`src/design/spritePkg.sv`:
```
package spritePkg;

    // screen coordinate, wide enough for the full raster including blanking
    typedef logic [9:0] coordT;

    // sprite memory word address, packed from the top as
    // player (1), heading (2), row (5) and column pair (4)
    typedef logic [11:0] spriteAddrT;

    // two pixels per word, even column in the low byte and odd column in the high byte
    typedef logic [15:0] spriteWordT;

    // RGB332 pixel index, zero is transparent
    typedef logic [7:0] pixelIndexT;

    // output colour, 4 bits each of red, green and blue
    typedef logic [11:0] colourT;

    // bike direction, also selects one of the four images per player
    typedef enum logic [1:0] {
        up    = 2'd0,
        down  = 2'd1,
        left  = 2'd2,
        right = 2'd3
    } headingT;

    // sprite edge in pixels
    localparam int spriteSize = 32;

endpackage

```
`src/design/scanTimer.sv`:
```
`timescale 1ns/100ps

module scanTimer #(
    parameter int activeWidth  = 160,
    parameter int activeHeight = 120,
    parameter int totalWidth   = 200,
    parameter int totalHeight  = 130
) (
    input  logic            Clk,
    input  logic            arstN,
    output spritePkg::coordT scanX,
    output spritePkg::coordT scanY,
    output logic            scanActive,
    output logic            scanHSync,
    output logic            scanVSync
);

    spritePkg::coordT hCount;
    spritePkg::coordT vCount;
    logic             hSyncZone;
    logic             vSyncZone;

    // free-running raster position, one pixel per clock
    always_ff @(posedge Clk or negedge arstN) begin
        if (!arstN) begin
            hCount <= '0;
            vCount <= '0;
        end else begin
            if (hCount == spritePkg::coordT'(totalWidth - 1)) begin
                hCount <= '0;
                if (vCount == spritePkg::coordT'(totalHeight - 1)) begin
                    vCount <= '0;
                end else begin
                    vCount <= vCount + 1'b1;
                end
            end else begin
                hCount <= hCount + 1'b1;
            end
        end
    end

    // sync pulses sit a little way into the blanking on each axis
    assign hSyncZone = (hCount >= spritePkg::coordT'(activeWidth + 8)) &&
                       (hCount <= spritePkg::coordT'(activeWidth + 23));
    assign vSyncZone = (vCount == spritePkg::coordT'(activeHeight + 2)) ||
                       (vCount == spritePkg::coordT'(activeHeight + 3));

    // position, active level and syncs all leave through one register so they stay aligned
    always_ff @(posedge Clk or negedge arstN) begin
        if (!arstN) begin
            scanX      <= '0;
            scanY      <= '0;
            scanActive <= 1'b0;
            scanHSync  <= 1'b1;
            scanVSync  <= 1'b1;
        end else begin
            scanX      <= hCount;
            scanY      <= vCount;
            scanActive <= (hCount < spritePkg::coordT'(activeWidth)) &&
                          (vCount < spritePkg::coordT'(activeHeight));
            scanHSync  <= !hSyncZone;
            scanVSync  <= !vSyncZone;
        end
    end

    xInRange: assert property (@(posedge Clk) disable iff (!arstN)
        scanX < spritePkg::coordT'(totalWidth));

endmodule

```
`config.mk`:
```
export PLATFORM = sky130hd
export DESIGN_NAME = scanTimer
export DESIGN_NICKNAME = d
export VERILOG_FILES = /design/src/design/spritePkg.sv /design/src/design/scanTimer.sv
export SDC_FILE = /design/constraint.sdc
export NUM_CORES = 1
export LEC_CHECK = 0
export ABC_AREA = 1
export BUFFER_PORTS_ARGS = -buffer_cell sky130_fd_sc_hd__buf_4
export CORE_ASPECT_RATIO = 0.8
export CORE_MARGIN = 2
export CORE_UTILIZATION = 55
export DETAILED_ROUTE_END_ITERATION = 10
export PLACE_DENSITY = 0.78
export RECOVER_POWER = 50
export SYNTH_ARGS = -nofsm -noshare
export SYNTH_HDL_FRONTEND = slang
export SYNTH_SLANG_ARGS = --single-unit
```
`constraint.sdc`:
```
create_clock -name Clk -period 1.5 [get_ports Clk]
set_input_delay 0.075 -clock Clk [delete_from_list [all_inputs] [get_ports Clk]]
set_output_delay 0.075 -clock Clk [all_outputs]
set_load 0.01 [all_outputs]
```
==> impl_metrics.tcl <==
set metrics [dict create \
    outcome "finished clean" \
    peakVddDrop_mv 0.481 \
    synth_mux_area_frac 0 \
    layout.cells.non_filler 262 \
    initial_core_util 0.583 \
    clockBufferDepth 2 \
    cts_buffers 5 \
    syn_nets 190 \
    yosys.area_share.simple 0.236 \
    drive_gt1_frac 0.252 \
    synthAdderAreaFrac 0.0343 \
    ioPinCount 25 \
    synth_top_family_by_area "simple AND/OR/NAND/NOR gates" \
    synthXorXnorAreaFrac 0.0384 \
    netlist.area_leader.share 0.562 \
    cp-start-kind "register" \
    grt_max_degree 44 \
    fin_setup_tns_ps 0 \
    grt_pass1_vias 1312 \
    hold_class "register to register" \
    endpoint_kind "register" \
    antenna-diode-count 0 \
    path_class "register to register" \
    synth_warnings 0 \
    tritoncts "yes" \
    grt_overflow 0 \
    clkSinkCount 43 \
    worstHoldPathCells 0 \
    gp_congestion 0.896 \
    worst_pin_slew_ps 1030 \
    cts_setup_buffers 0 \
    placed_cells 251 \
    grt_first_pass_wirelength_um 5750 \
    port_buffers 24 \
    clock.fmax_mhz 707 \
    hold_violations 0 \
    rows 18 \
    worstPathRequired_ps 1670 \
    cts_root_buffer "clkbuf_8" \
    regToRegStartpoint "hCount[1]" \
    post-place-ws_ps 2.10 \
    p_leak_uw 0.00109 \
    syn_to_final_growth_pct 20.2 \
    layout.nets 228 \
    critPathMaxFanout 5 \
    hold-path-endpoint "scanX[1]" \
    vias 1317 \
    synth.area.top_cells "dfrtp_1 (56%), nand2_1 (7.4%), inv_1 (4.9%)" \
    final_core_util 0.701 \
    final-setup-viol-count 0 \
    power.density_nw_per_um2 858 \
    antenna_found_initial 0 \
    drv_cap 0 \
    rsz0062_at_grt "yes" \
    synth_largest_area_cell "dfrtp_1" \
    die_x_um 68.4 \
    dp_hpwl_um 2310 \
    rr_endpoint "vCount[4]" \
    reg2reg_slack_ps 90 \
    ant_nets 0 \
    yosysSeqAreaShare 0.591 \
    min_period_over_period 0.943 \
    vias_per_cell 5.03 \
    die_h_um 55.5 \
    syn_inst 183 \
    hold_start "hCount[1]" \
    drtPass1Iterations 4 \
    drc 0 \
    setup_ws_ps 85.1 \
    clock_latency_ps 290 \
    wl_per_cell_um 13.0 \
    synth_area_um2 1820 \
    design.die.area_um2 3800 \
    synth_cell_types 27 \
    fin_skew_ps 10.3 \
    slew_headroom 0.312 \
    ff2ff_path_depth 6 \
    track_usage 0.203 \
    core_area_um2 3130 \
    critPathArrivalTime_ps 1590 \
    cts.clk_slew.worst_paths_ps 80 \
    avgSynthCellArea_um2 9.97 \
    synth_compound_area_frac 0.0309 \
    drt-total-wl_um 3410 \
    cts.htree.levels 2 \
    fin_crit_ps 1410 \
    yosys_register_bits 43 \
    drtIter0Drc 81 \
    slew_viol_final 0 \
]
cell families after synthesis:
family | after synthesis
adder cells (fa/ha/maj) | 5
AND/OR/NAND/NOR | 90
XOR/XNOR | 8
buffers and inverters | 28
flip-flops | 43
AO/OA/AOI/OAI | 9
through the flow:
| stage | area, µm² | power, µW | hold slack [ps] |
|---|---|---|---|
| 2_1_floorplan | 1820 | 1180 | -221 |
| 3_3_place_gp | 2080 | 1200 | 78.4 |
| 3_5_place_dp | 2080 | 1210 | 90.8 |
| 4_1_cts | 2180 | 1910 | 318 |
| 5_1_grt | 2190 | 1960 | 481 |
| 6_report | 2190 | 1880 | 453 |
repair_timing:
item                                    in CTS  in global routing
pin swaps                                    0                  3
cloned                                       0                  2
resized for setup                            1                  5
hold buffers                                 1                  0
endpoints found under the setup margin       4                 10
endpoints found under the hold margin       41                  0
synthesized netlist by cell type:
library cell / number
nand4_4: 1
and2_1: 1
clkinv_4: 1
nor3_1: 4
a31oi_1: 1
dfstp_2: 2
nand2_2: 5
o2111ai_1: 1
dfrtp_1: 41
buf_6: 2
nor2_2: 3
o21ai_1: 2
nand2_1: 36
o21ai_0: 3
nand4_1: 4
a21oi_2: 1
o21bai_1: 1
clkinv_2: 1
xor2_1: 6
nor2_4: 2
nand3_1: 10
inv_1: 24
ha_1: 5
xnor2_1: 2
nor2_1: 22
nand3_2: 1
nand3b_1: 1
worst max path at each step:
stage | startpoint | end | slack (ps) | depth (start not counted)
6_report | hCount[1] | vCount[4] | 90 | 6
2_1_floorplan | hCount[0] | vCount[7] | 230 | 9
3_3_place_gp | hCount[1] | vCount[7] | 90 | 8
5_1_grt | hCount[1] | hCount[8] | -20 | 6
3_5_place_dp | hCount[1] | vCount[7] | 2 | 8
4_1_cts | hCount[1] | vCount[9] | 60 | 7
flip-flops by register name, summed over array words and instances (netlist names):
| signal | count |
|---|---|
| hCount | 10 |
| scanActive | 1 |
| scanHSync | 1 |
| scanVSync | 1 |
| scanX | 10 |
| scanY | 10 |
| vCount | 10 |
routing by layer:
| layer | GRT usage | routed length (µm) | up-vias |
|---|---|---|---|
| li1 | - | - | 652 |
| met4 | 0.0886 | 42 | 0 |
| met2 | 0.290 | 1610 | 40 |
| met5 | 0 | 0 | - |
| met1 | 0.291 | 1550 | 620 |
| met3 | 0.0489 | 207 | 5 |
critical path, stage by stage (launching register included):
cell	delay, ps
dfrtp_1	400
ha_2	210
nand2_2	90
nor2_2	200
nand4_2	230
nand2_1	110
o21ai_1	70
where the power goes:
part / internal (µW) / switching, µW
combinational: 2.53 / 21.3
clock: 325 / 375
sequential: 1160 / 0
cell usage in the layout (no fill, tap or decap), drive strengths merged, types with 2 or more instances in the layout:
cell,instances
clkinv,3
buf,25
nor3,4
nand4,6
xnor2,2
dfrtp,41
ha,5
nand2,41
clkbuf,11
nor2,28
xor2,6
o21ai,5
dfstp,2
inv,24
nand3,11
cell type report:
cell class              instances  area [µm²]
clock inverters                 2        12.5
inverters                      26         104
clock buffers                   6        72.6
repair buffers                 31         218
fillers                       231         937
multi-input cells             114         658
well taps                      40        50.0
flip-flops and latches         43        1080
No activity file was read; power rests on OpenSTA's default activity.
