`src/design/spritePkg.sv`:
```
package spritePkg;

    // screen coordinate, wide enough for the full raster including blanking
    typedef logic [9:0] coordT;

    // sprite memory word address, packed from the top as
    // player (1), heading (2), row (5) and column pair (4)
    typedef logic [11:0] spriteAddrT;

    // two pixels per word, even column in the low byte and odd column in the high byte
    typedef logic [15:0] spriteWordT;

    // RGB332 pixel index, zero is transparent
    typedef logic [7:0] pixelIndexT;

    // output colour, 4 bits each of red, green and blue
    typedef logic [11:0] colourT;

    // bike direction, also selects one of the four images per player
    typedef enum logic [1:0] {
        up    = 2'd0,
        down  = 2'd1,
        left  = 2'd2,
        right = 2'd3
    } headingT;

    // sprite edge in pixels
    localparam int spriteSize = 32;

endpackage

```
`src/design/pixelCompositor.sv`:
```
`timescale 1ns/100ps

module pixelCompositor (
    input  logic                  Clk,
    input  logic                  arstN,
    input  spritePkg::spriteWordT readData,
    input  logic                  hit,
    input  logic                  byteSel,
    input  logic                  active,
    input  logic                  hSync,
    input  logic                  vSync,
    input  spritePkg::colourT     backgroundColour,
    output spritePkg::colourT     colour,
    output logic                  outHSync,
    output logic                  outVSync,
    output logic                  activeVideo
);

    logic                  hitD;
    logic                  byteSelD;
    logic                  activeD;
    logic                  hSyncD;
    logic                  vSyncD;
    spritePkg::pixelIndexT pixelIndex;
    spritePkg::colourT     spriteColour;
    spritePkg::colourT     nextColour;

    // one stage of delay so the flags line up with the registered memory read
    always_ff @(posedge Clk or negedge arstN) begin
        if (!arstN) begin
            hitD    <= 1'b0;
            activeD <= 1'b0;
            hSyncD  <= 1'b1;
            vSyncD  <= 1'b1;
        end else begin
            hitD    <= hit;
            activeD <= active;
            hSyncD  <= hSync;
            vSyncD  <= vSync;
        end
    end

    always_ff @(posedge Clk) begin
        byteSelD <= byteSel;
    end

    assign pixelIndex = byteSelD ? readData[15:8] : readData[7:0];

    // RGB332 to 4:4:4, the top bits are repeated to fill the low end
    assign spriteColour = {pixelIndex[7:5], pixelIndex[7],
                           pixelIndex[4:2], pixelIndex[4],
                           pixelIndex[1:0], pixelIndex[1:0]};

    always_comb begin
        if (!activeD) begin
            nextColour = '0;
        end else if (hitD && (pixelIndex != '0)) begin
            nextColour = spriteColour;
        end else begin
            // transparent index or no sprite here
            nextColour = backgroundColour;
        end
    end

    always_ff @(posedge Clk or negedge arstN) begin
        if (!arstN) begin
            colour      <= '0;
            outHSync    <= 1'b1;
            outVSync    <= 1'b1;
            activeVideo <= 1'b0;
        end else begin
            colour      <= nextColour;
            outHSync    <= hSyncD;
            outVSync    <= vSyncD;
            activeVideo <= activeD;
        end
    end

    blankIsBlack: assert property (@(posedge Clk) disable iff (!arstN)
        !activeVideo |-> (colour == '0));

endmodule

```
`config.mk`:
```
export PLATFORM = sky130hd
export DESIGN_NAME = pixelCompositor
export DESIGN_NICKNAME = d
export VERILOG_FILES = /design/src/design/spritePkg.sv /design/src/design/pixelCompositor.sv
export SDC_FILE = /design/constraint.sdc
export NUM_CORES = 1
export LEC_CHECK = 0
export ABC_AREA = 1
export BUFFER_PORTS_ARGS = -buffer_cell sky130_fd_sc_hd__buf_2
export CAP_MARGIN = 15
export CORE_ASPECT_RATIO = 1.1
export CORE_MARGIN = 2
export CORE_UTILIZATION = 25
export DETAILED_ROUTE_END_ITERATION = 12
export PLACE_DENSITY = 0.6
export SLEW_MARGIN = 20
export SYNTH_ARGS = -nofsm -noshare
export SYNTH_HDL_FRONTEND = slang
export SYNTH_SLANG_ARGS = --single-unit
```
`constraint.sdc`:
```
create_clock -name Clk -period 1.6 [get_ports Clk]
set_input_delay 0.32 -clock Clk [delete_from_list [all_inputs] [get_ports Clk]]
set_output_delay 0.32 -clock Clk [all_outputs]
set_load 0.01 [all_outputs]
```
==> qor.yml, run 1 <==
status: "finished clean"
cts.sinks: 20
setup_viol: 0
yosysSeqAreaShare_pct: 54.8
grt_start_max_net_pins: 20
cts_htree_levels: 1
die_area_um2: 4150
fin_crit_ns: 1.44
max_slew_margin_pct: 73.2
grt_util_all_layers_pct: 9.51
drc: 0
tns_ns: 0
cts_buffers: 3
dpl.hpwl_um: 1610
multi_input_area_um2: 298
post_cts_buffers: 0
drive_above_1_share_pct: 39.0
finalHoldViolations: 0
ios: 50
dr.pass1.iters: 4
initialDrtViolationCount: 33
power.density_nw_per_um2: 947
cellLeakagePower_nw: 0.759
fin_nets: 200
port_buffers: 49
core_area_um2: 3570
die_x_um: 61.6
fill_cells: 396
irDropWorstVdd_v: 0.000444
clkTransAtPathRegs_ns: 0.07
synth_nets: 148
grt_pass1_wl_um: 2990
start_util_pct: 25.6
fin_ws_ns: 0.165
row_count: 23
cts_tree: "done"
yosysUniqueCellTypes: 14
finalClockSkew_ns: 0.000696
fmax_mhz: 697
tightestPinTransition_ns: 0.401
n_antenna_cell: 0
post-route-cell-area_um2: 1280
cts_root_buf: "clkbuf_8"
clock_latency_ns: 0.25
ctsLongestPathBuffers: 2
crit_arrival_ns: 1.61
routabilityCongestion: 0.785
grt_pass1_vias: 702
dpl-instance-area_um2: 1190
hp-class: "in -> reg"
worst_setup_path_end_kind: "flip-flop"
fin_crit_sh_pct: 89.7
antenna_found_initial: 0
path_max_fanout: 13
pre_cts_ws_ns: 0.00886
fin_util_pct: 35.8
synth.top_cell.area_share_pct: 41.1
via_count: 814
seqCellArea_um2: 504
viasPerCell: 3.80
ys_warn_count: 0
required_ns: 1.77
syn_to_final_growth_pct: 40.0
final_common_cell: "buf_2"
die_h_um: 67.4
synth_area_per_cell_um2: 8.08
yosysTopAreaCell: "dfrtp_1"
mostFrequentLayoutCells: "buf_2 (49), nand2_1 (40), inv_1 (21)"
ant_nets: 0
totalPowerFinal_mw: 1.21
wirelength_um: 1930
gr-total-overflow: 0
rsz0062_at_grt: "false"
synth.area.top_cells: "dfrtp_1 (41%), nand2_1 (16%), dfstp_2 (12%)"
syn-cell-area_um2: 913
cap_violations: 0
ys_ff_latch: 20
startpoint_type: "flip-flop"
critPathKind: "reg -> reg"
wl_per_cell_um: 9.04
synth_cells: 113
slew_violations: 0
[sequential cells by signal, summed over array words and instances, names as in the netlist]
register / count
colour: 12
activeD: 1
activeVideo: 1
byteSelD: 1
hSyncD: 1
hitD: 1
outHSync: 1
outVSync: 1
vSyncD: 1
[path summary, 6_finish.rpt]
path                            startpoint   endpoint  slack (ns)  cells after the start
max in group asynchronous            arstN     hSyncD        0.77                      2
min in group asynchronous            arstN  colour[5]        0.52                      2
worst min-delay path                 hSync     hSyncD        0.16                      1
worst max-delay path              byteSelD  colour[8]        0.16                      9
worst min register to register      vSyncD   outVSync        0.36                      0
worst max register to register    byteSelD  colour[8]        0.16                      9
[cell families (layout without fill, tap and decap cells)]
family | after synthesis | after routing | share of synthesized area, %
AND/OR/NAND/NOR | 56 | 56 | 26.0
buffers and inverters | 25 | 76 | 12.6
flip-flops | 20 | 20 | 54.8
AO/OA/AOI/OAI | 12 | 12 | 6.58
[critical path: stages (launching register included)]
cell,delay [ns]
dfxtp_4,0.39
inv_6,0.08
nand2_1,0.05
nand2_1,0.08
nand2_1,0.06
nor2_1,0.12
nand2_2,0.18
nand2_2,0.18
nand2_1,0.08
a21oi_1,0.15
[where the power goes]
part           switching, mW  internal (mW)  total [mW]  leakage, nW
Sequential            0.0165          0.539       0.556        0.240
Clock                  0.155          0.334       0.489       0.0357
Combinational         0.0897         0.0770       0.167        0.483
Total                  0.261          0.950        1.21        0.759
[area by class of cell]
| class | count | share of cell area (%) |
|---|---|---|
| sequential | 20 | 39.4 |
| multi-input combinational | 68 | 23.3 |
| timing repair buffer | 50 | 20.0 |
| inverter | 22 | 6.85 |
| tap | 50 | 4.89 |
| clock buffer | 3 | 3.23 |
| clock inverter | 1 | 2.35 |
[metal layers]
metal  up-vias  share of wire, %  global-route usage [%]
met4         0               1.4                    4.79
met3         3                14                    2.49
met5         -                 0                       0
li1        436                 -                       -
met2        51                39                    12.9
met1       324                46                    13.7
[synth_stat cells]
cell type / instances
inv_6: 1
nor2_2: 1
inv_1: 21
dfstp_2: 4
nand3_1: 6
nand3_2: 2
nand2_2: 2
nor2_1: 5
a21oi_1: 12
buf_2: 1
dfxtp_1: 1
buf_6: 2
nand2_1: 40
dfrtp_1: 15
[repair_timing]
action / 4_1_cts / 5_1_grt
resized for setup: 1 / 1
hold buffers: 1 / 0
endpoints found under the setup margin: 1 / 3
gates cloned: 0 / 0
hold endpoints to repair: 15 / 0
[through the flow]
step                      hold WS, ns  cells
after floorplan                0.0244    113
after global placement          0.273    209
after detailed placement        0.271    209
after CTS                       0.155    214
after global routing            0.150    214
final                           0.162    214
No activity file was read; power rests on OpenSTA's default activity.
==> run 2, diff against run 1 <==
--- a/config.mk
+++ b/config.mk
@@ -8,10 +8,10 @@
 export ABC_AREA = 1
 export BUFFER_PORTS_ARGS = -buffer_cell sky130_fd_sc_hd__buf_2
 export CAP_MARGIN = 15
-export CORE_ASPECT_RATIO = 1.1
-export CORE_MARGIN = 2
+export CORE_ASPECT_RATIO = 0.5
 export CORE_UTILIZATION = 25
 export DETAILED_ROUTE_END_ITERATION = 12
+export GPL_TIMING_DRIVEN = 1
 export PLACE_DENSITY = 0.6
 export SLEW_MARGIN = 20
 export SYNTH_ARGS = -nofsm -noshare
==> qor.yml, run 2 (synthesized netlist as in run 1, its figures left out) <==
grt_pass1_wl_um: 2980  # -0.47%
wl_per_cell_um: 8.70  # -3.8%
max_slew_margin_pct: 72.7  # -0.59 points
cts_root_buf: "clkbuf_8"
clkTransAtPathRegs_ns: 0.07  # about the same
mostFrequentLayoutCells: "buf_2 (49), nand2_1 (40), inv_1 (21)"
totalPowerFinal_mw: 1.23  # +1.2%
r2r-start: "byteSelD"
ant_nets: 0  # unchanged
die_h_um: 44.7  # -34%
top_register: "colour"
cap_violations: 0  # unchanged
dr.pass1.iters: 4  # unchanged
gr-total-overflow: 0  # unchanged
seqCellArea_um2: 502  # -0.50%
rr_worst_depth: 8  # -1
hold_start: "vSync"
drive_above_1_share_pct: 39.0  # unchanged
tns_ns: 0  # unchanged
cts_buffers: 3  # unchanged
initialDrtViolationCount: 20  # -39%
cellLeakagePower_nw: 0.759  # about the same
slew_violations: 0  # unchanged
path_max_fanout: 13  # unchanged
p_comb_share_pct: 13.6  # -0.2 points
ctsLongestPathBuffers: 2  # unchanged
via_count: 837  # +2.8%
multi_input_area_um2: 298  # unchanged
clock_latency_ns: 0.26  # about the same
switching_share_pct: 22.4  # +0.85 points
grt_pass1_vias: 733  # +4.4%
antenna_found_initial: 0  # unchanged
worst_setup_path_end_kind: "flip-flop"
fmax_mhz: 708  # +1.6%
fin_crit_sh_pct: 88.3  # -1.4 points
irDropWorstVdd_v: 0.000333  # -25%
post_cts_buffers: 0  # unchanged
n_antenna_cell: 0  # unchanged
row_count: 15  # -35%
tightestPinTransition_ns: 0.410  # +0.00892 ns
finalClockSkew_ns: 0.00119  # +0.000496 ns
fin_crit_ns: 1.41  # -0.0224 ns
start_util_pct: 26.3  # +0.71 points
core_area_um2: 3470  # -2.7%
status: "finished clean"
power_frac_clock_pct: 41.0  # +0.7 points
cts_htree_levels: 1  # unchanged
required_ns: 1.79  # +0.02 ns
drc: 0  # unchanged
rsz0062_at_grt: "false"
dpl.hpwl_um: 1510  # -6.1%
p_sw_mw: 0.275  # +5.2%
p_seq_share_pct: 45.4  # -0.5 points
internal_power_mw: 0.951  # +0.12%
die_x_um: 87.5  # +42%
min_to: "vSyncD"
r2r-end: "colour[8]"
routabilityCongestion: 0.792  # +0.92%
startpoint_type: "flip-flop"
cts_tree: "done"
die_area_um2: 3910  # -5.8%
finalHoldViolations: 0  # unchanged
crit_arrival_ns: 1.60  # about the same
fill_cells: 361  # -8.8%
viasPerCell: 3.89  # +2.3%
setup_viol: 0  # unchanged
port_buffers: 49  # unchanged
grt_util_all_layers_pct: 10.0  # +0.53 points
largest_reg_flops: 12  # unchanged
fin_nets: 200  # unchanged
cts.sinks: 20  # unchanged
power.density_nw_per_um2: 959  # +1.3%
whs_path_depth: 1  # unchanged
final_common_cell: "buf_2"
r2r_slack_ns: 0.19  # +0.02 ns
wirelength_um: 1870  # -3.3%
grt_start_max_net_pins: 20  # unchanged
syn_to_final_growth_pct: 39.9  # about the same
ios: 50  # unchanged
hp-class: "in -> reg"
critPathLaunch: "byteSelD"
critPathKind: "reg -> reg"
[run 2: cell count changes in the layout (fill, tap and decap cells not counted)]
| cell | before | now |
|---|---|---|
| dfxtp_2 | 0 | 1 |
| dfxtp_4 | 1 | 0 |
[run 2: power by group through the flow]
stage / logic (mW) / clock network (mW) / registers [mW]
finish: 0.167 / 0.502 / 0.557
global route: 0.190 / 0.537 / 0.561
CTS: 0.170 / 0.514 / 0.557
detailed placement: 0.167 / 0 / 0.566
global placement: 0.166 / 0 / 0.566
floorplan: 0.0762 / 0 / 0.574
[run 2: worst max path at each step]
stage	cells after the start	slack, ns	endpoint
5_1_grt	8	0.03	colour[3]
3_5_place_dp	8	0.09	colour[0]
2_1_floorplan	10	0.35	colour[10]
3_3_place_gp	8	0.1	colour[7]
4_1_cts	8	0.06	colour[3]
6_report	8	0.19	colour[8]
[run 2: stage by stage]
step	setup WS [ns]	cell area, um2	hold slack [ns]	cells	utilization (%)
after floorplan	0.353	913	0.0244	113	-
after global placement	0.0986	1190	0.262	210	34.4
after detailed placement	0.0940	1190	0.269	210	34.4
after CTS	0.0610	1280	0.146	215	36.8
after global routing	0.0274	1280	0.142	215	36.8
final	0.187	1280	0.152	215	36.8
[run 2: layer usage]
metal | global-route usage [%] | part of all wire, %
met3 | 2.38 | 3.3
met1 | 12.2 | 44
met5 | 0 | 0
met4 | 4.92 | 1.9
met2 | 17.3 | 50
[run 2: critical path: stages (launching register included)]
cell	delay (ns)
dfxtp_2	0.44
nand2_1	0.08
nand2_1	0.11
nand2_1	0.07
nor2_2	0.09
nand2_2	0.17
nand2_2	0.19
nand2_1	0.07
a21oi_1	0.12
[run 2: timing repair]
item / 4_1_cts / 5_1_grt
gates resized for setup: 0 / 1
setup endpoints to repair: 0 / 8
hold buffers: 1 / 0
hold endpoints to repair: 15 / 0
[run 2: final cells by class]
| type | instances | area share [%] |
|---|---|---|
| clock buffer | 3 | 3.23 |
| clock inverter | 1 | 2.35 |
| inverter | 22 | 6.86 |
| multi-input combinational | 68 | 23.3 |
| sequential | 20 | 39.3 |
| tap | 51 | 5.00 |
| timing repair buffer | 50 | 20.0 |
