--- src/design/spritePkg.sv ---
package spritePkg;

    // screen coordinate, wide enough for the full raster including blanking
    typedef logic [9:0] coordT;

    // sprite memory word address, packed from the top as
    // player (1), heading (2), row (5) and column pair (4)
    typedef logic [11:0] spriteAddrT;

    // two pixels per word, even column in the low byte and odd column in the high byte
    typedef logic [15:0] spriteWordT;

    // RGB332 pixel index, zero is transparent
    typedef logic [7:0] pixelIndexT;

    // output colour, 4 bits each of red, green and blue
    typedef logic [11:0] colourT;

    // bike direction, also selects one of the four images per player
    typedef enum logic [1:0] {
        up    = 2'd0,
        down  = 2'd1,
        left  = 2'd2,
        right = 2'd3
    } headingT;

    // sprite edge in pixels
    localparam int spriteSize = 32;

endpackage

--- src/design/spriteLocator.sv ---
`timescale 1ns/100ps

module spriteLocator #(
    parameter int activeWidth  = 160,
    parameter int activeHeight = 120
) (
    input  logic                 Clk,
    input  logic                 arstN,
    input  spritePkg::coordT     scanX,
    input  spritePkg::coordT     scanY,
    input  logic                 scanActive,
    input  logic                 scanHSync,
    input  logic                 scanVSync,
    input  spritePkg::coordT     p0X,
    input  spritePkg::coordT     p0Y,
    input  spritePkg::coordT     p1X,
    input  spritePkg::coordT     p1Y,
    input  spritePkg::headingT   p0Heading,
    input  spritePkg::headingT   p1Heading,
    output spritePkg::spriteAddrT readAddr,
    output logic                 hit,
    output logic                 byteSel,
    output logic                 active,
    output logic                 hSync,
    output logic                 vSync
);

    spritePkg::coordT   p0DX;
    spritePkg::coordT   p0DY;
    spritePkg::coordT   p1DX;
    spritePkg::coordT   p1DY;
    logic               in0;
    logic               in1;
    spritePkg::coordT   selDX;
    spritePkg::coordT   selDY;
    spritePkg::headingT selHeading;

    // offsets from each player's top-left corner are only meaningful once the pixel is past it
    assign p0DX = scanX - p0X;
    assign p0DY = scanY - p0Y;
    assign p1DX = scanX - p1X;
    assign p1DY = scanY - p1Y;

    assign in0 = (scanX >= p0X) && (scanY >= p0Y) &&
                 (p0DX < spritePkg::coordT'(spritePkg::spriteSize)) &&
                 (p0DY < spritePkg::coordT'(spritePkg::spriteSize));
    assign in1 = (scanX >= p1X) && (scanY >= p1Y) &&
                 (p1DX < spritePkg::coordT'(spritePkg::spriteSize)) &&
                 (p1DY < spritePkg::coordT'(spritePkg::spriteSize));

    // player 0 wins wherever both boxes cover the pixel
    assign selDX      = in0 ? p0DX : p1DX;
    assign selDY      = in0 ? p0DY : p1DY;
    assign selHeading = in0 ? p0Heading : p1Heading;

    // word address and byte select of the pixel within the chosen sprite
    always_ff @(posedge Clk) begin
        readAddr <= {!in0, selHeading, selDY[4:0], selDX[4:1]};
        byteSel  <= selDX[0];
    end

    // gating with the active level clips sprites hanging over the right or bottom edge
    always_ff @(posedge Clk or negedge arstN) begin
        if (!arstN) begin
            hit    <= 1'b0;
            active <= 1'b0;
            hSync  <= 1'b1;
            vSync  <= 1'b1;
        end else begin
            hit    <= scanActive && (in0 || in1);
            active <= scanActive;
            hSync  <= scanHSync;
            vSync  <= scanVSync;
        end
    end

    hitOnlyWhenActive: assert property (@(posedge Clk) disable iff (!arstN)
        hit |-> active);

    // the timer's active level must agree with the raster size this stage was built for
    activeInsideArea: assert property (@(posedge Clk) disable iff (!arstN)
        scanActive |-> (scanX < spritePkg::coordT'(activeWidth)) &&
                       (scanY < spritePkg::coordT'(activeHeight)));

endmodule

--- config.mk ---
export PLATFORM = sky130hd
export DESIGN_NAME = spriteLocator
export DESIGN_NICKNAME = d
export VERILOG_FILES = /design/src/design/spritePkg.sv /design/src/design/spriteLocator.sv
export SDC_FILE = /design/constraint.sdc
export NUM_CORES = 1
export LEC_CHECK = 0
export BUFFER_PORTS_ARGS = -buffer_cell sky130_fd_sc_hd__buf_4
export CORE_AREA = 2 2 126 92
export CTS_CLUSTER_DIAMETER = 150
export DETAILED_ROUTE_END_ITERATION = 10
export DIE_AREA = 0 0 128 94
export PLACE_DENSITY_LB_ADDON = 0.12
export RECOVER_POWER = 50
export SLEW_MARGIN = 20
export SYNTH_ARGS = -nofsm -noshare
export SYNTH_HDL_FRONTEND = slang
export SYNTH_SLANG_ARGS = --single-unit
--- constraint.sdc ---
create_clock -name Clk -period 1 [get_ports Clk]
set_input_delay 0.05 -clock Clk [delete_from_list [all_inputs] [get_ports Clk]]
set_output_delay 0.05 -clock Clk [all_outputs]
set_load 0.03 [all_outputs]
==> impl_metrics.ini, run 1 <==
[outcome]
outcome = finished with violations
violations = setup timing

[timing]
period_minus_slack_ns = 2.37
maxSlewViolCount = 0
rsz0062_at_grt = yes
setup_viol = 14
hold_viol = 0
timing.fmax_mhz = 422
slew_headroom_pct = 71.9
whs_ns = 0.0261
layout_setup_ws_ns = -1.37
max_slew.worst_pin.slew_ns = 0.410
period_share_pct = 237

[setup_path]
cp-start-kind = input pin
critPathMaxFanout = 5
arrival_ns = 2.51
slowest_delay_ns = 0.53
cp_slowest_cell = or4_4
required_ns = 1.14
worstSetupPathType = in -> reg
crit_chain = buf_8, inv_12, ha_4, fa_2, nand2b_4, a21oi_4, a221oi_2, or4_4, and4b_1, nand4_4, buf_12, mux2_4
end_kind = flop

[routing]
vias_per_cell = 4.58
vias = 3131
wl_per_cell_um = 14.0
drc = 0
drtPass1Iterations = 4
wl_mm = 9.59
drt_iter0_drc = 91
antenna_left = 0

[hold_path]
hold_end = readAddr[10]$_DFF_P_
hold_path_class = in -> reg
hold_depth = 2
hold_start = p0Heading[1]

[logic_synthesis]
synthTopCellsByCount = inv_1 (53), ha_1 (40), a21oi_1 (21), nor2_1 (16), o21ai_0 (15)
yosys_warnings = 0
synth_most_common_cell = inv_1
post-synth-top-area-cell = ha_1
ys_ff_latch = 17
async_flop_share_pct = 23.5
syn_inst = 337
ys_types = 64
synth_top_area_share_pct = 18.9
syn_nets = 450
synth_area_um2 = 2650
syn_avg_cell_area_um2 = 7.85
synthTopCellsByArea = ha_1 (19%), dfxtp_1 (9.8%), inv_1 (7.5%), mux2i_1 (4.9%), a21oi_1 (4.0%)
synth-edff-count = 0
ys_seq_area_share_pct = 13.7
synthFlopType = dfxtp_1

[clock_tree]
clkSinkCount = 17
cts_tree = yes
clk_path_buf_depth = 2
numCtsBuffers = 3
htree_num_levels = 1
path_clk_slew_ns = 0.05
root_buffer = clkbuf_16

[floorplan]
ios = 86
core_area_um2 = 10700
dieArea_um2 = 12000
die_w_um = 128
rows = 32
start_util_pct = 24.7
die-height_um = 94

[place]
place_area_um2 = 4370
port_buffers = 85
dp_slack_ns = -1.76
hpwlAfterDp_mm = 8.40
place.gp.congestion = 0.850

[grt]
met3_usage_pct = 0.683
grt_start_max_net_pins = 10
grtUsageTotal_pct = 15.6
grt_pass1_wl_mm = 14.9
grt_pass1_vias = 3060
antenna_found_initial = 0
grt_use_met2_pct = 23.8
overflow = 0
top_usage_layer = met1
met1_usage_pct = 24.4

[pwr]
combPwrFrac_pct = 61.3
power_frac_clock_pct = 19.7
power_uw = 4130
ir_drop_uv = 468
switching_power_uw = 1510
leakage_uw = 0.00238
powerDensity_nw_per_um2 = 905
p_sw_share_pct = 36.6
internal_power_uw = 2620
pwr-share-seq_pct = 19.0

[finish]
syn2layout_area_growth_pct = 72.6
num_antenna_cells = 0
final_area_um2 = 4570
fillers = 1143
fin_util_pct = 42.6
drive_above_1_share_pct = 42.4
nets = 661

[flow_run]
drv_cap = 0
cell usage in the layout, fill, tap and decap left out, types with 4 or more instances in the layout:
cell,Yosys,routed
o211ai_1,4,4
ha_1,40,38
o21a_1,4,4
mux2i_1,13,13
nand2_1,9,9
nor2b_1,8,8
xnor2_1,10,10
dfxtp_1,13,13
o2111ai_1,4,4
nor2_1,16,14
o21bai_1,4,4
dlygate4sd3_1,0,4
a21oi_1,21,20
nand4_1,8,8
a21o_1,7,7
nor3_1,9,9
inv_1,53,52
nand2b_1,13,12
buf_4,0,194
o21ai_0,15,15
nand3_1,8,8
cell type report:
cell class	count	area (µm²)	share of cell area, %
Sequential cell	17	363	7.94
Multi-Input combinational cell	261	2130	46.7
Inverter	53	211	4.63
Clock buffer	4	78.8	1.73
Timing Repair Buffer	212	1610	35.3
Tap cell	136	170	3.73
metal layers:
| layer | part of all wire [%] | vias to the layer above | routed length [µm] |
|---|---|---|---|
| met1 | 53 | 1439 | 5120 |
| met3 | 2.8 | 4 | 271 |
| met4 | 0.52 | 0 | 50 |
| met2 | 43 | 35 | 4150 |
| met5 | 0 | - | 0 |
| li1 | - | 1653 | - |
registers in the layout, summed over array words and instances (netlist names):
| signal | flops |
|---|---|
| vSync | 1 |
| readAddr | 12 |
| hit | 1 |
| hSync | 1 |
| byteSel | 1 |
| active | 1 |
worst max-delay path by stage:
stage                           end  startpoint  slack, ns  cells after the start
2_1_floorplan   readAddr[9]$_DFF_P_    scanX[0]      -1.49                     11
3_3_place_gp    readAddr[9]$_DFF_P_    scanX[0]      -1.69                     12
3_5_place_dp   readAddr[11]$_DFF_P_    scanX[0]      -1.76                     11
4_1_cts         readAddr[9]$_DFF_P_    scanX[0]      -1.33                     12
5_1_grt         readAddr[9]$_DFF_P_    scanX[0]      -1.43                     12
6_report        readAddr[9]$_DFF_P_    scanX[0]      -1.37                     12
cell families (layout without fill, tap and decap cells):
logic type	count (synthesis)	after routing	share of synthesized area (%)
and+or+nand+nor	96	96	21.1
AOI/OAI and AO/OA	92	92	23.9
buffers and inverters	59	269	8.70
adders and majority gates	44	44	21.9
DFF	17	17	13.7
muxes	16	16	6.34
xor gates and xnor gates	13	13	4.30
power groups by stage:
stage / Clock [µW] / Sequential, µW / Combinational, µW
floorplan: 0 / 969 / 1090
global placement: 0 / 804 / 2480
detailed placement: 0 / 801 / 2470
CTS: 837 / 788 / 2550
global route: 896 / 796 / 2770
finish: 816 / 785 / 2530
through the flow:
| step | std cells | TNS [ns] |
|---|---|---|
| final | 683 | -18.04 |
| after global routing | 683 | -19.18 |
| after CTS | 683 | -18.28 |
| after detailed placement | 670 | -23.56 |
| after global placement | 670 | -22.62 |
| after floorplan | 337 | -18.56 |
critical path: cells and delay by family:
| family | cells | cell delay (ns) |
|---|---|---|
| mux | 1 | 0.28 |
| compound gates | 2 | 0.23 |
| buf+inv | 3 | 0.30 |
| fa+ha+maj | 2 | 0.49 |
| simple gates | 4 | 1.15 |
what timing repair did:
action | CTS | global route
hold buffers | 4 | 0
endpoints found under the setup margin | 14 | 14
gates resized for setup | 10 | 6
hold endpoints to repair | 7 | 0
gates cloned | 1 | 0
buffers inserted | 4 | 1
pin swaps | 10 | 1
No activity file was read; power rests on OpenSTA's default activity.
==> inputs of run 2 (changes only) <==
--- a/config.mk
+++ b/config.mk
@@ -10,6 +10,7 @@
 export CTS_CLUSTER_DIAMETER = 150
 export DETAILED_ROUTE_END_ITERATION = 10
 export DIE_AREA = 0 0 128 94
+export GPL_TIMING_DRIVEN = 0
 export PLACE_DENSITY_LB_ADDON = 0.12
 export RECOVER_POWER = 50
 export SLEW_MARGIN = 20
==> run 2 against run 1 <==
Against the previous run: final area down 17%; largest power group unchanged; core utilization down 7.0 points; final cell count down 16%; worst hold slack worse by 0.0067 ns; power down 11%; global-route usage down 1.5 points; critical endpoint unchanged; the flow still finishes with violations (setup timing).
==> impl_metrics.ini, run 2 (synthesis gave the netlist of run 1 again) <==
[routing]
vias_per_cell = 4.81
antenna_left = 0
wl_mm = 8.54
drt_iter0_drc = 120
drtPass1Iterations = 4
vias = 2748
wl_per_cell_um = 15.0
drc = 0

[timing]
period_minus_slack_ns = 2.36
max_slew.worst_pin.slew_ns = 0.532
period_share_pct = 236
rsz0062_at_grt = yes
slew_headroom_pct = 63.6
timing.fmax_mhz = 423
layout_setup_ws_ns = -1.36
setup_viol = 14
hold_viol = 0
maxSlewViolCount = 0
whs_ns = 0.0194

[finish]
regMostFlops = readAddr
final_common_cell = buf_4
final_cell_mix = buf_4 (78), inv_1 (51), ha_1 (33), a21oi_1 (17), o21ai_0 (15)
num_antenna_cells = 0
nets = 549
layout.cells.non_filler = 571
fin_util_pct = 35.5
drive_above_1_share_pct = 30.8
syn2layout_area_growth_pct = 44.1
final_area_um2 = 3810
largest_reg_flops = 12
fillers = 1160

[setup_path]
arrival_ns = 2.51
cp-start-kind = input pin
worstSetupPathType = in -> reg
end_kind = flop
critPathMaxFanout = 3
required_ns = 1.14

[floorplan]
rows = 32
die_w_um = 128
core_area_um2 = 10700
ios = 86
dieArea_um2 = 12000
die-height_um = 94
start_util_pct = 24.7

[pwr]
power_uw = 3680
ir_drop_uv = 505
leakage_uw = 0.00185
powerDensity_nw_per_um2 = 964

[flow_run]
drv_cap = 0

[place]
hpwlAfterDp_mm = 7.31
place_area_um2 = 3500
port_buffers = 85
place.gp.congestion = 0.814
dpl.cell_count = 558

[grt]
overflow = 0
grtUsageTotal_pct = 14.1
grt_pass1_wl_mm = 13.3
antenna_found_initial = 0
grt_start_max_net_pins = 11
grt_pass1_vias = 2706

[outcome]
outcome = finished with violations
violations = setup timing

[clock_tree]
clkSinkCount = 17
cts_tree = yes
clk_path_buf_depth = 2
numCtsBuffers = 3
htree_num_levels = 1
path_clk_slew_ns = 0.06
root_buffer = clkbuf_16

[hold_path]
hold_path_class = in -> reg
==> run 2: cell types whose count changed in the layout (fill, tap and decap cells not counted), moves of 2 or more <==
cell | before | now
buf_1 | 2 | 0
clkbuf_1 | 3 | 5
buf_12 | 1 | 4
ha_2 | 0 | 4
a21oi_2 | 0 | 3
a2111oi_1 | 2 | 0
a21oi_1 | 20 | 17
buf_4 | 194 | 78
ha_1 | 38 | 33
==> run 2: path summary, 6_finish.rpt <==
path | from | end | slack, ns | cells past startpoint
min in group asynchronous | arstN | active$_DFF_PN0_ | 0.15 | 2
min | p0Heading[1] | readAddr[10]$_DFF_P_ | 0.02 | 2
max | scanX[0] | readAddr[9]$_DFF_P_ | -1.36 | 12
max in group asynchronous | arstN | vSync$_DFF_PN1_ | 0.61 | 2
==> run 2: area by class of cell <==
type	instances	area (µm²)	share of cell area [%]
sequential	17	363	9.51
timing repair buffer	96	754	19.8
clock inverter	1	5.00	0.131
inverter	53	211	5.54
clock buffer	3	75.1	1.97
buffer	4	32.5	0.853
multi-input combinational	261	2200	57.7
tap	136	170	4.46
==> run 2: routing by layer <==
metal | vias to the layer above | global-route usage (%) | share of wire (%)
met3 | 6 | 1.31 | 2.4
met1 | 1277 | 20.8 | 52
met2 | 38 | 21.8 | 44
met4 | 0 | 4.03 | 1.4
li1 | 1427 | - | -
met5 | - | 0 | 0
==> run 2: worst max-delay path, cell delays in order <==
cell and delay (ns):
buf_12 0.09, inv_12 0.03, ha_4 0.14, fa_2 0.33
nand2b_4 0.16, a21oi_4 0.15, a221oi_2 0.08, or4_4 0.52
and4b_1 0.31, nand4_4 0.16, buf_12 0.19, mux2_4 0.28
==> run 2: stage by stage <==
step / TNS (ns) / setup slack, ns
after global placement: -24.55 / -1.91
after global routing: -19.83 / -1.44
final: -18.44 / -1.36
after floorplan: -18.56 / -1.49
after detailed placement: -24.77 / -1.91
after CTS: -18.53 / -1.36
==> run 2: report_power, final <==
part,switching [µW],internal [µW],leakage (µW)
combinational,1120,925,0.00165
sequential,22.4,766,0.000156
clock,305,537,0.0000409
==> run 2: repair_timing <==
item | 4_1_cts | 5_1_grt
setup buffers | 5 | 2
pin swaps | 8 | 1
hold buffers | 4 | 0
gates cloned | 0 | 0
gates resized for setup | 19 | 12
endpoints found under the hold margin | 7 | 0
endpoints found under the setup margin | 14 | 14
